**config.mk**
```make
export PLATFORM = sky130hd
export DESIGN_NAME = z80Fetch
export DESIGN_NICKNAME = d
export VERILOG_FILES = /design/src/hw/z80Pkg.sv /design/src/hw/fetchIf.sv /design/src/hw/byteAssembler.sv /design/src/hw/fetchCtrl.sv /design/src/hw/instrDecoder.sv /design/src/hw/pcUnit.sv /design/src/hw/z80Fetch.sv
export SDC_FILE = /design/constraint.sdc
export NUM_CORES = 1
export LEC_CHECK = 0
export BUFFER_PORTS_ARGS = -buffer_cell sky130_fd_sc_hd__buf_2
export CORE_ASPECT_RATIO = 0.6
export CORE_MARGIN = 4
export CORE_UTILIZATION = 57
export DETAILED_ROUTE_END_ITERATION = 7
export GPL_TIMING_DRIVEN = 0
export HOLD_SLACK_MARGIN = 0.02
export PLACE_DENSITY = 0.82
export RECOVER_POWER = 100
export SKIP_LAST_GASP = 1
export SLEW_MARGIN = 5
export SYNTH_ARGS = -nofsm -noshare
export SYNTH_HDL_FRONTEND = slang
export SYNTH_HIERARCHICAL = 1
export SYNTH_SLANG_ARGS = --single-unit
```
**constraint.sdc**
```tcl
create_clock -name clk -period 5.5 [get_ports clk]
set_input_delay 0.275 -clock clk [delete_from_list [all_inputs] [get_ports clk]]
set_output_delay 0.275 -clock clk [all_outputs]
set_load 0.005 [all_outputs]
```
**src/hw/z80Pkg.sv**
```systemverilog
package z80Pkg;

    localparam int addrWidth = 16;
    localparam int byteWidth = 8;
    localparam int maxInstrBytes = 4;
    localparam int instrWidth = byteWidth * maxInstrBytes;

    // first bytes that open a second opcode table
    localparam logic [7:0] prefixCb = 8'hCB;
    localparam logic [7:0] prefixDd = 8'hDD;
    localparam logic [7:0] prefixEd = 8'hED;
    localparam logic [7:0] prefixFd = 8'hFD;

    // total instruction length, 1 to 4
    typedef logic [2:0] instrLenT;

    typedef enum logic [7:0] {
        needMoreBytes,
        illegalInstr,
        // unprefixed opcodes
        nop, ldDdNn, ldIndBcdeA, incDecDd, incDecReg, rrRlca,
        addHlDd, daa, cpl, incDecIndHl, ldAIndBcde, ldRegN,
        ldIndNnHl, ldHlIndNn, ldIndHlN, ldRegReg, ldIndNnA, scf,
        ldAIndNn, ccf, ldIndHlReg, halt, jp, jpCond,
        jpIndHl, jr, jrCond, popQq, pushQq, exAfAf2,
        exIndSpHl, exDeHl, exx, ldSpHl, aluAReg, aluAIndHl,
        aluAN, eiDi,
        // CB table
        rrRlcReg, rrRlcIndHl, shiftReg, shiftIndHl, bitReg, bitIndHl,
        setReg, setIndHl, resReg, resIndHl,
        // ED table
        adcSbcHlDd, ldDdIndNn, neg, ldIndNnDd, ldIA, ldRA,
        ldAI, ldAR, rotDec, ldi, cpi, ldd,
        cpd, ldir, cpir, lddr, cpdr,
        // DD and FD tables
        addIxiySs, incDecIxiy, ldRegIdxIxiy, ldIdxIxiyReg, ldIxiyNn, ldIxiyIndNn,
        incDecIdxIxiy, ldIdxIxiyN, exIndSpIxiy, popIxiy, pushIxiy, ldIndNnIxiy,
        aluAIdxIxiy, jpIndIxiy, ldSpIxiy,
        // DD CB d op and FD CB d op, picked by the fourth byte
        idxIxiyBits, rrRlcIdxIxiy, shiftIdxIxiy, bitIdxIxiy, setIdxIxiy, resIdxIxiy
    } insnGroupT;

    typedef enum logic [2:0] {
        stIdle,
        stRequest,
        stWait,
        stDecide,
        stEmit
    } fetchStateT;

endpackage

```
**src/hw/fetchIf.sv**
```systemverilog
`timescale 1ns/1ns

interface fetchIf
    import z80Pkg::*;
();
    logic                  clear;
    logic                  load;
    logic [byteWidth-1:0]  byteIn;
    logic [2:0]            count;
    logic [instrWidth-1:0] bytes;

    modport ctrl (
        output clear, load, byteIn,
        input  count, bytes
    );

    modport store (
        input  clear, load, byteIn,
        output count, bytes
    );
endinterface

```
**src/hw/byteAssembler.sv**
```systemverilog
`timescale 1ns/1ns

module byteAssembler
    import z80Pkg::*;
(
    input logic   clk,
    input logic   rstN,
    fetchIf.store store
);

    // a first byte arrives with clear, so it restarts the count at one
    always_ff @(posedge clk) begin
        if (!rstN) begin
            store.count <= '0;
        end else if (store.clear) begin
            store.count <= store.load ? 3'd1 : 3'd0;
        end else if (store.load) begin
            store.count <= store.count + 3'd1;
        end
    end

    // little-endian, opcode in the low lane and operands above it
    always_ff @(posedge clk) begin
        if (store.clear) begin
            store.bytes <= '0;
            if (store.load) begin
                store.bytes[byteWidth-1:0] <= store.byteIn;
            end
        end else if (store.load) begin
            store.bytes[byteWidth*store.count[1:0] +: byteWidth] <= store.byteIn;
        end
    end

endmodule

```
**src/hw/fetchCtrl.sv**
```systemverilog
`timescale 1ns/1ns

module fetchCtrl
    import z80Pkg::*;
(
    input  logic                 clk,
    input  logic                 rstN,
    fetchIf.ctrl                 fetch,
    output logic                 memRd,
    input  logic [byteWidth-1:0] memData,
    input  logic                 memValid,
    input  logic                 hold,
    input  logic                 redirect,
    input  logic                 needMore,
    input  instrLenT             fullLen,
    output logic                 advance,
    output logic                 markStart,
    output logic                 instrValid
);
    fetchStateT state;
    fetchStateT nextState;
    logic       firstByte;
    logic       discard;
    logic       accept;

    assign accept = (state == stWait) && memValid && !redirect && !discard;
    assign advance = accept;
    assign markStart = accept && firstByte;
    assign memRd = (state == stRequest) && !redirect;
    assign instrValid = (state == stEmit) && !hold && !redirect;

    assign fetch.load = accept;
    assign fetch.clear = redirect || markStart;
    assign fetch.byteIn = memData;

    always_comb begin
        nextState = state;
        case (state)
            stRequest: begin
                if (!redirect) begin
                    nextState = stWait;
                end
            end
            stWait: begin
                if (memValid) begin
                    nextState = accept ? stDecide : stRequest;
                end
            end
            stDecide: begin
                if (redirect || needMore || fetch.count < fullLen) begin
                    nextState = stRequest;
                end else begin
                    nextState = stEmit;
                end
            end
            stEmit: begin
                if (redirect || !hold) begin
                    nextState = stRequest;
                end
            end
            default: nextState = stRequest;
        endcase
    end

    always_ff @(posedge clk) begin
        if (!rstN) begin
            state <= stIdle;
            firstByte <= 1'b1;
            discard <= 1'b0;
        end else begin
            state <= nextState;
            if (redirect || instrValid) begin
                firstByte <= 1'b1;
            end else if (accept) begin
                firstByte <= 1'b0;
            end
            // a read still in flight at redirect returns stale data, drop it
            if (state == stWait && memValid) begin
                discard <= 1'b0;
            end else if (state == stWait && redirect) begin
                discard <= 1'b1;
            end
        end
    end

    // only one read outstanding at a time
    assert property (@(posedge clk) disable iff (!rstN)
        memRd |=> (!memRd throughout memValid [->1]));

    assert property (@(posedge clk) disable iff (!rstN)
        fetch.count <= maxInstrBytes);

endmodule

```
**src/hw/instrDecoder.sv**
```systemverilog
`timescale 1ns/1ns

module instrDecoder
    import z80Pkg::*;
(
    input  logic [instrWidth-1:0] bytes,
    input  logic [2:0]            count,
    output insnGroupT             group,
    output instrLenT              fullLen,
    output logic                  needMore
);
    logic [7:0] op0;
    logic [7:0] op1;
    logic [7:0] op3;
    logic       prefixed;
    logic       idxBits;
    logic [1:0] operands;
    insnGroupT  plainGroup;
    insnGroupT  cbGroup;
    insnGroupT  edGroup;
    insnGroupT  ixGroup;
    insnGroupT  bitsGroup;

    assign op0 = bytes[7:0];
    assign op1 = bytes[15:8];
    assign op3 = bytes[31:24];
    assign prefixed = (op0 == prefixCb) || (op0 == prefixDd) ||
                      (op0 == prefixEd) || (op0 == prefixFd);
    assign idxBits = ((op0 == prefixDd) || (op0 == prefixFd)) && (op1 == prefixCb);

    // casez takes the first match, so narrow codes sit above wide patterns
    always_comb begin
        casez (op0)
            8'h00: plainGroup = nop;
            8'b00??_0001: plainGroup = ldDdNn;
            8'b000?_0010: plainGroup = ldIndBcdeA;
            8'b00??_?011: plainGroup = incDecDd;
            8'h34, 8'h35: plainGroup = incDecIndHl;
            8'b00??_?10?: plainGroup = incDecReg;
            8'b000?_?111: plainGroup = rrRlca;
            8'b00??_1001: plainGroup = addHlDd;
            8'h27: plainGroup = daa;
            8'h2F: plainGroup = cpl;
            8'h37: plainGroup = scf;
            8'h3F: plainGroup = ccf;
            8'b000?_1010: plainGroup = ldAIndBcde;
            8'h36: plainGroup = ldIndHlN;
            8'b00??_?110: plainGroup = ldRegN;
            8'h22: plainGroup = ldIndNnHl;
            8'h2A: plainGroup = ldHlIndNn;
            8'h32: plainGroup = ldIndNnA;
            8'h3A: plainGroup = ldAIndNn;
            8'h08: plainGroup = exAfAf2;
            8'h18: plainGroup = jr;
            8'b001?_?000: plainGroup = jrCond;
            8'h76: plainGroup = halt;
            8'b0111_0???: plainGroup = ldIndHlReg;
            8'b01??_?110: plainGroup = illegalInstr;
            8'b01??_????: plainGroup = ldRegReg;
            8'b10??_?110: plainGroup = aluAIndHl;
            8'b10??_????: plainGroup = aluAReg;
            8'hC3: plainGroup = jp;
            8'b11??_?010: plainGroup = jpCond;
            8'hE9: plainGroup = jpIndHl;
            8'hE3: plainGroup = exIndSpHl;
            8'hEB: plainGroup = exDeHl;
            8'hD9: plainGroup = exx;
            8'hF9: plainGroup = ldSpHl;
            8'hF3, 8'hFB: plainGroup = eiDi;
            8'b11??_0001: plainGroup = popQq;
            8'b11??_0101: plainGroup = pushQq;
            8'b11??_?110: plainGroup = aluAN;
            default: plainGroup = illegalInstr;
        endcase
    end

    // sll at CB 30..37 is undocumented and stays illegal
    always_comb begin
        casez (op1)
            8'b000?_?110: cbGroup = rrRlcIndHl;
            8'b000?_????: cbGroup = rrRlcReg;
            8'b0011_0???: cbGroup = illegalInstr;
            8'b001?_?110: cbGroup = shiftIndHl;
            8'b001?_????: cbGroup = shiftReg;
            8'b01??_?110: cbGroup = bitIndHl;
            8'b01??_????: cbGroup = bitReg;
            8'b11??_?110: cbGroup = setIndHl;
            8'b11??_????: cbGroup = setReg;
            8'b10??_?110: cbGroup = resIndHl;
            default: cbGroup = resReg;
        endcase
    end

    always_comb begin
        casez (op1)
            8'h44: edGroup = neg;
            8'h47: edGroup = ldIA;
            8'h4F: edGroup = ldRA;
            8'h57: edGroup = ldAI;
            8'h5F: edGroup = ldAR;
            8'h67, 8'h6F: edGroup = rotDec;
            8'b01??_?010: edGroup = adcSbcHlDd;
            8'b01??_1011: edGroup = ldDdIndNn;
            8'b01??_0011: edGroup = ldIndNnDd;
            8'hA0: edGroup = ldi;
            8'hA1: edGroup = cpi;
            8'hA8: edGroup = ldd;
            8'hA9: edGroup = cpd;
            8'hB0: edGroup = ldir;
            8'hB1: edGroup = cpir;
            8'hB8: edGroup = lddr;
            8'hB9: edGroup = cpdr;
            default: edGroup = illegalInstr;
        endcase
    end

    // IX and IY share one table, the prefix only selects the register
    always_comb begin
        casez (op1)
            8'b00??_1001: ixGroup = addIxiySs;
            8'h23, 8'h2B: ixGroup = incDecIxiy;
            8'h21: ixGroup = ldIxiyNn;
            8'h2A: ixGroup = ldIxiyIndNn;
            8'h22: ixGroup = ldIndNnIxiy;
            8'h34, 8'h35: ixGroup = incDecIdxIxiy;
            8'h36: ixGroup = ldIdxIxiyN;
            8'h76: ixGroup = illegalInstr;
            8'b01??_?110: ixGroup = ldRegIdxIxiy;
            8'b0111_0???: ixGroup = ldIdxIxiyReg;
            8'b10??_?110: ixGroup = aluAIdxIxiy;
            8'hE1: ixGroup = popIxiy;
            8'hE3: ixGroup = exIndSpIxiy;
            8'hE5: ixGroup = pushIxiy;
            8'hE9: ixGroup = jpIndIxiy;
            8'hF9: ixGroup = ldSpIxiy;
            default: ixGroup = illegalInstr;
        endcase
    end

    // third byte is the displacement, the fourth names the operation
    always_comb begin
        casez (op3)
            8'b000?_?110: bitsGroup = rrRlcIdxIxiy;
            8'h26, 8'h2E, 8'h3E: bitsGroup = shiftIdxIxiy;
            8'b01??_?110: bitsGroup = bitIdxIxiy;
            8'b11??_?110: bitsGroup = setIdxIxiy;
            8'b10??_?110: bitsGroup = resIdxIxiy;
            default: bitsGroup = illegalInstr;
        endcase
    end

    always_comb begin
        if (count == 3'd0 || (prefixed && count == 3'd1)) begin
            group = needMoreBytes;
        end else if (idxBits) begin
            group = (count == 3'(maxInstrBytes)) ? bitsGroup : idxIxiyBits;
        end else if (!prefixed) begin
            group = plainGroup;
        end else if (op0 == prefixCb) begin
            group = cbGroup;
        end else if (op0 == prefixEd) begin
            group = edGroup;
        end else begin
            group = ixGroup;
        end
    end

    // immediate and displacement bytes that follow the opcode
    always_comb begin
        case (group)
            ldRegN, ldIndHlN, jr, jrCond, aluAN,
            ldRegIdxIxiy, ldIdxIxiyReg, incDecIdxIxiy, aluAIdxIxiy: operands = 2'd1;
            ldDdNn, ldIndNnHl, ldHlIndNn, ldIndNnA, ldAIndNn, jp, jpCond,
            ldDdIndNn, ldIndNnDd, ldIxiyNn, ldIxiyIndNn, ldIdxIxiyN,
            ldIndNnIxiy: operands = 2'd2;
            default: operands = 2'd0;
        endcase
    end

    assign fullLen = idxBits ? instrLenT'(maxInstrBytes) :
                     (prefixed ? 3'd2 : 3'd1) + {1'b0, operands};
    assign needMore = (group == needMoreBytes) || (group == idxIxiyBits);

endmodule

```
**src/hw/pcUnit.sv**
```systemverilog
`timescale 1ns/1ns

module pcUnit
    import z80Pkg::*;
(
    input  logic                 clk,
    input  logic                 rstN,
    input  logic                 advance,
    input  logic                 markStart,
    input  logic                 redirect,
    input  logic [addrWidth-1:0] redirectAddr,
    output logic [addrWidth-1:0] fetchAddr,
    output logic [addrWidth-1:0] startAddr
);

    // redirect wins over a byte accepted in the same cycle
    always_ff @(posedge clk) begin
        if (!rstN) begin
            fetchAddr <= '0;
        end else if (redirect) begin
            fetchAddr <= redirectAddr;
        end else if (advance) begin
            fetchAddr <= fetchAddr + 1'b1;
        end
    end

    always_ff @(posedge clk) begin
        if (markStart) begin
            startAddr <= fetchAddr;
        end
    end

endmodule

```
**src/hw/z80Fetch.sv**
```systemverilog
`timescale 1ns/1ns

module z80Fetch
    import z80Pkg::*;
(
    input  logic                  clk,
    input  logic                  rstN,
    output logic [addrWidth-1:0]  memAddr,
    output logic                  memRd,
    input  logic [byteWidth-1:0]  memData,
    input  logic                  memValid,
    input  logic                  hold,
    input  logic                  redirect,
    input  logic [addrWidth-1:0]  redirectAddr,
    output logic                  instrValid,
    output logic [instrWidth-1:0] instrBytes,
    output insnGroupT             instrGroup,
    output instrLenT              instrLen,
    output logic [addrWidth-1:0]  instrPc
);
    logic needMore;
    logic advance;
    logic markStart;

    fetchIf fIf ();

    assign instrBytes = fIf.bytes;

    fetchCtrl uCtrl (
        .clk        (clk),
        .rstN       (rstN),
        .fetch      (fIf.ctrl),
        .memRd      (memRd),
        .memData    (memData),
        .memValid   (memValid),
        .hold       (hold),
        .redirect   (redirect),
        .needMore   (needMore),
        .fullLen    (instrLen),
        .advance    (advance),
        .markStart  (markStart),
        .instrValid (instrValid)
    );

    byteAssembler uAsm (
        .clk   (clk),
        .rstN  (rstN),
        .store (fIf.store)
    );

    // the decoder sees the partial instruction as it grows
    instrDecoder uDec (
        .bytes    (fIf.bytes),
        .count    (fIf.count),
        .group    (instrGroup),
        .fullLen  (instrLen),
        .needMore (needMore)
    );

    pcUnit uPc (
        .clk          (clk),
        .rstN         (rstN),
        .advance      (advance),
        .markStart    (markStart),
        .redirect     (redirect),
        .redirectAddr (redirectAddr),
        .fetchAddr    (memAddr),
        .startAddr    (instrPc)
    );

endmodule

```
==> impl_metrics.ini <==
[final_layout]
synthToLayoutAreaGrowth_pct = 15.2
nFillCells = 775
fin_nets = 786
final_cell_mix = buf_2, clkbuf_1, dfxtp_1, nor2_1, nand2_1
fin_area_um2 = 6440
antenna_cells = 0
fin_util = 0.688
drive_gt1_frac = 0.222
final_common_cell = buf_2

[power]
p_per_area_nw_per_um2 = 222
power_w = 0.00143
static-leakage-power_nw = 2.41
peakVddDrop_uv = 252

[place]
hpwl_um = 13900
gp_congestion = 1.05
io_buffers = 96
placed_cell_area_um2 = 6230

[cts]
tritoncts = done
clkLatencyLatePin_ns = 0.35
cts_made_buffers = 9
clockRootBuffer = clkbuf_16
htree_levels = 3
clk_pin_slew_ns = 0.06
cts_sinks = 72
cts_hold_buffers = 0
clockBufferDepth = 2

[synth]
yosysWarningCount = 6
synth_cell_types = 116
ys.flop_type = dfxtp_1
synth_top_cell_by_area = dfxtp_1
async_flop_share = 0
seq_area_frac_synth = 0.301
syn_inst = 639
synth.avg_cell_area_um2 = 8.75
netlist_area_um2 = 5590
ys_ff_latch = 72
synth.top_cell.area_share = 0.172
synth_fp_nets = 678
synth-edff-count = 24
netlist_top_cells_area = dfxtp_1, edfxtp_1, o21ai_0

[floorplanning]
dieArea_um2 = 11500
ios = 106
rows = 27
initial_utilization = 0.597
core_area_um2 = 9360
die_w_um = 136
die_h_um = 84.7

[setup_path]
crit_required_ns = 5.74
cp-end-kind = flop
crit_buf_inv = 3
path_cells = buf_2, nand4b_1, a21boi_0, nand3_1, a31oi_1, o311ai_1, a311o_2, or2_1, nor4_1, nand2_1, nand4_1, ha_1, inv_1, fa_1, nor2_1, inv_1, ha_1, nand2_1, o21ai_1, a31oi_1, o21a_1
critPathTopFamily = compound AO/OA/AOI/OAI gates
crit_path_max_incr_delay_ns = 0.62
worstSetupPathType = flop to flop
critPathLaunchType = flop
cpMaxStageDelayCell = a21boi_0
cp_max_fo = 10
arrival_ns = 5.49

[sta]
rsz0062_at_grt = no
setup_violations = 0
fin_crit_sh = 0.955
tightest_slew_ns = 1.36
setup-tns-final_ns = 0
slew_violations = 0
hold_violations = 0
relSlewSlack = 0.0818
skew_ns = 0.00525
fin_crit_ns = 5.25
max_freq_mhz = 190
hold_ws_ns = 0.148

[route]
drt-initial-drc-count = 691
vias_per_cell = 6.61
vias = 5832
avgRoutedWirePerCell_um = 21.0
drtPass1Iterations = 8
route.detailed.drc = 0
wirelength_um = 18500
ant_nets = 0

[grt]
grt_pass1_vias = 5272
grt_overflow = 0
grt_pass1_wl_um = 28900
grt_max_degree = 18
grt_antenna_before_repair = 0
track_usage = 0.319

[run]
maxCapViolCount = 0

[hold_path]
min_path_type = primary input to flop

[status]
status = completed
==> cell type report <==
| type | instances | area (um2) | share of cell area |
|---|---|---|---|
| inverters | 24 | 92.6 | 0.0144 |
| flip-flops and latches | 72 | 1680 | 0.261 |
| repair buffers | 97 | 443 | 0.0688 |
| multi-input cells | 492 | 3470 | 0.538 |
| clock buffers | 11 | 275 | 0.0428 |
| well taps | 130 | 163 | 0.0253 |
| plain buffers | 51 | 274 | 0.0426 |
| clock inverters | 5 | 42.5 | 0.00661 |
==> kinds of logic (layout without fill, tap and decap cells) <==
kind of cell | after synthesis | count (layout) | share of synthesized area
AO/OA/AOI/OAI | 186 | 186 | 0.251
XOR/XNOR | 21 | 21 | 0.0329
adder cells (fa/ha/maj) | 11 | 11 | 0.0255
buffers and inverters | 75 | 188 | 0.0687
flip-flops | 72 | 72 | 0.301
multiplexers | 8 | 8 | 0.0150
other | 1 | 1 | 0.000671
AND/OR/NAND/NOR | 265 | 265 | 0.305
==> power breakdown <==
part | internal (W) | switching (W) | total [W]
Clock | 0.000367 | 0.000250 | 0.000616
Sequential | 0.000570 | 0.0000283 | 0.000598
Combinational | 0.0000820 | 0.000132 | 0.000214
==> worst reg2reg max path: stages, from the launching register on <==
cell and delay [ns]:
edfxtp_1 0.51, buf_2 0.24, nand4b_1 0.18, a21boi_0 0.62, nand3_1 0.15, a31oi_1 0.29, o311ai_1 0.14, a311o_2 0.49
or2_1 0.27, nor4_1 0.23, nand2_1 0.09, nand4_1 0.13, ha_1 0.17, inv_1 0.05, fa_1 0.43, nor2_1 0.23
inv_1 0.08, ha_1 0.28, nand2_1 0.06, o21ai_1 0.20, a31oi_1 0.13, o21a_1 0.19
==> final timing paths <==
path | start | to | slack, ns | cells past startpoint
worst max register to register | uAsm/store.bytes[2] | uCtrl/state[0] | 0.25 | 21
worst min register to register | uAsm/store.bytes[20] | uAsm/store.bytes[20] | 0.48 | 1
worst max-delay path | uAsm/store.bytes[2] | uCtrl/state[0] | 0.25 | 21
worst min-delay path | memValid | uCtrl/discard | 0.15 | 2
==> flip-flops by register name, indices dropped and copies added (netlist names) <==
register and cells:
uPc/fetchAddr 16, uPc/startAddr 16, uCtrl/firstByte 1, uCtrl/discard 1
uCtrl/state 3, uAsm/store.bytes 32, uAsm/store.count 3
==> metrics by stage <==
stage / instances / worst slack (ns)
detailed placement: 865 / 0.342
global placement: 865 / 0.411
floorplan: 639 / 1.04
finish: 882 / 0.249
global route: 882 / 0.00545
CTS: 881 / 0.289
==> cells in the mapped netlist, types with 4 or more instances <==
cell type	instances
dfxtp_1	48
nor2_1	42
nand2_1	35
o21ai_0	33
a21oi_1	32
edfxtp_1	24
nand2b_1	22
nand3_1	21
buf_2	20
inv_1	20
nor3_1	20
a22o_1	16
nor2b_1	14
xnor2_1	14
clkbuf_1	13
buf_4	12
nand4_1	12
a211oi_1	9
ha_1	9
a22o_2	8
nor4_1	8
and3_1	7
o21a_1	7
xor2_1	7
o211a_1	6
o211ai_1	6
or3_1	6
a31oi_1	5
mux2i_1	5
nand3b_1	5
nor3b_1	5
or2_1	5
a21boi_0	4
and2_1	4
buf_6	4
nand4b_1	4
nor4_2	4
nor4_4	4
o22ai_1	4
or2_2	4
or4_1	4
==> routing by layer <==
metal	GRT usage	vias to the layer above	wire [um]
met5	0.0299	-	43
met4	0.0805	2	284
met3	0.100	35	2410
met2	0.417	388	7320
met1	0.495	2770	8460
li1	-	2637	-
==> repair_timing <==
item / in CTS / in global routing
hold endpoints to repair: 0 / 0
buffers inserted: 0 / 1
resized for setup: 0 / 5
endpoints found under the setup margin: 0 / 1
Note: power is estimated with default switching activity, not from simulation.
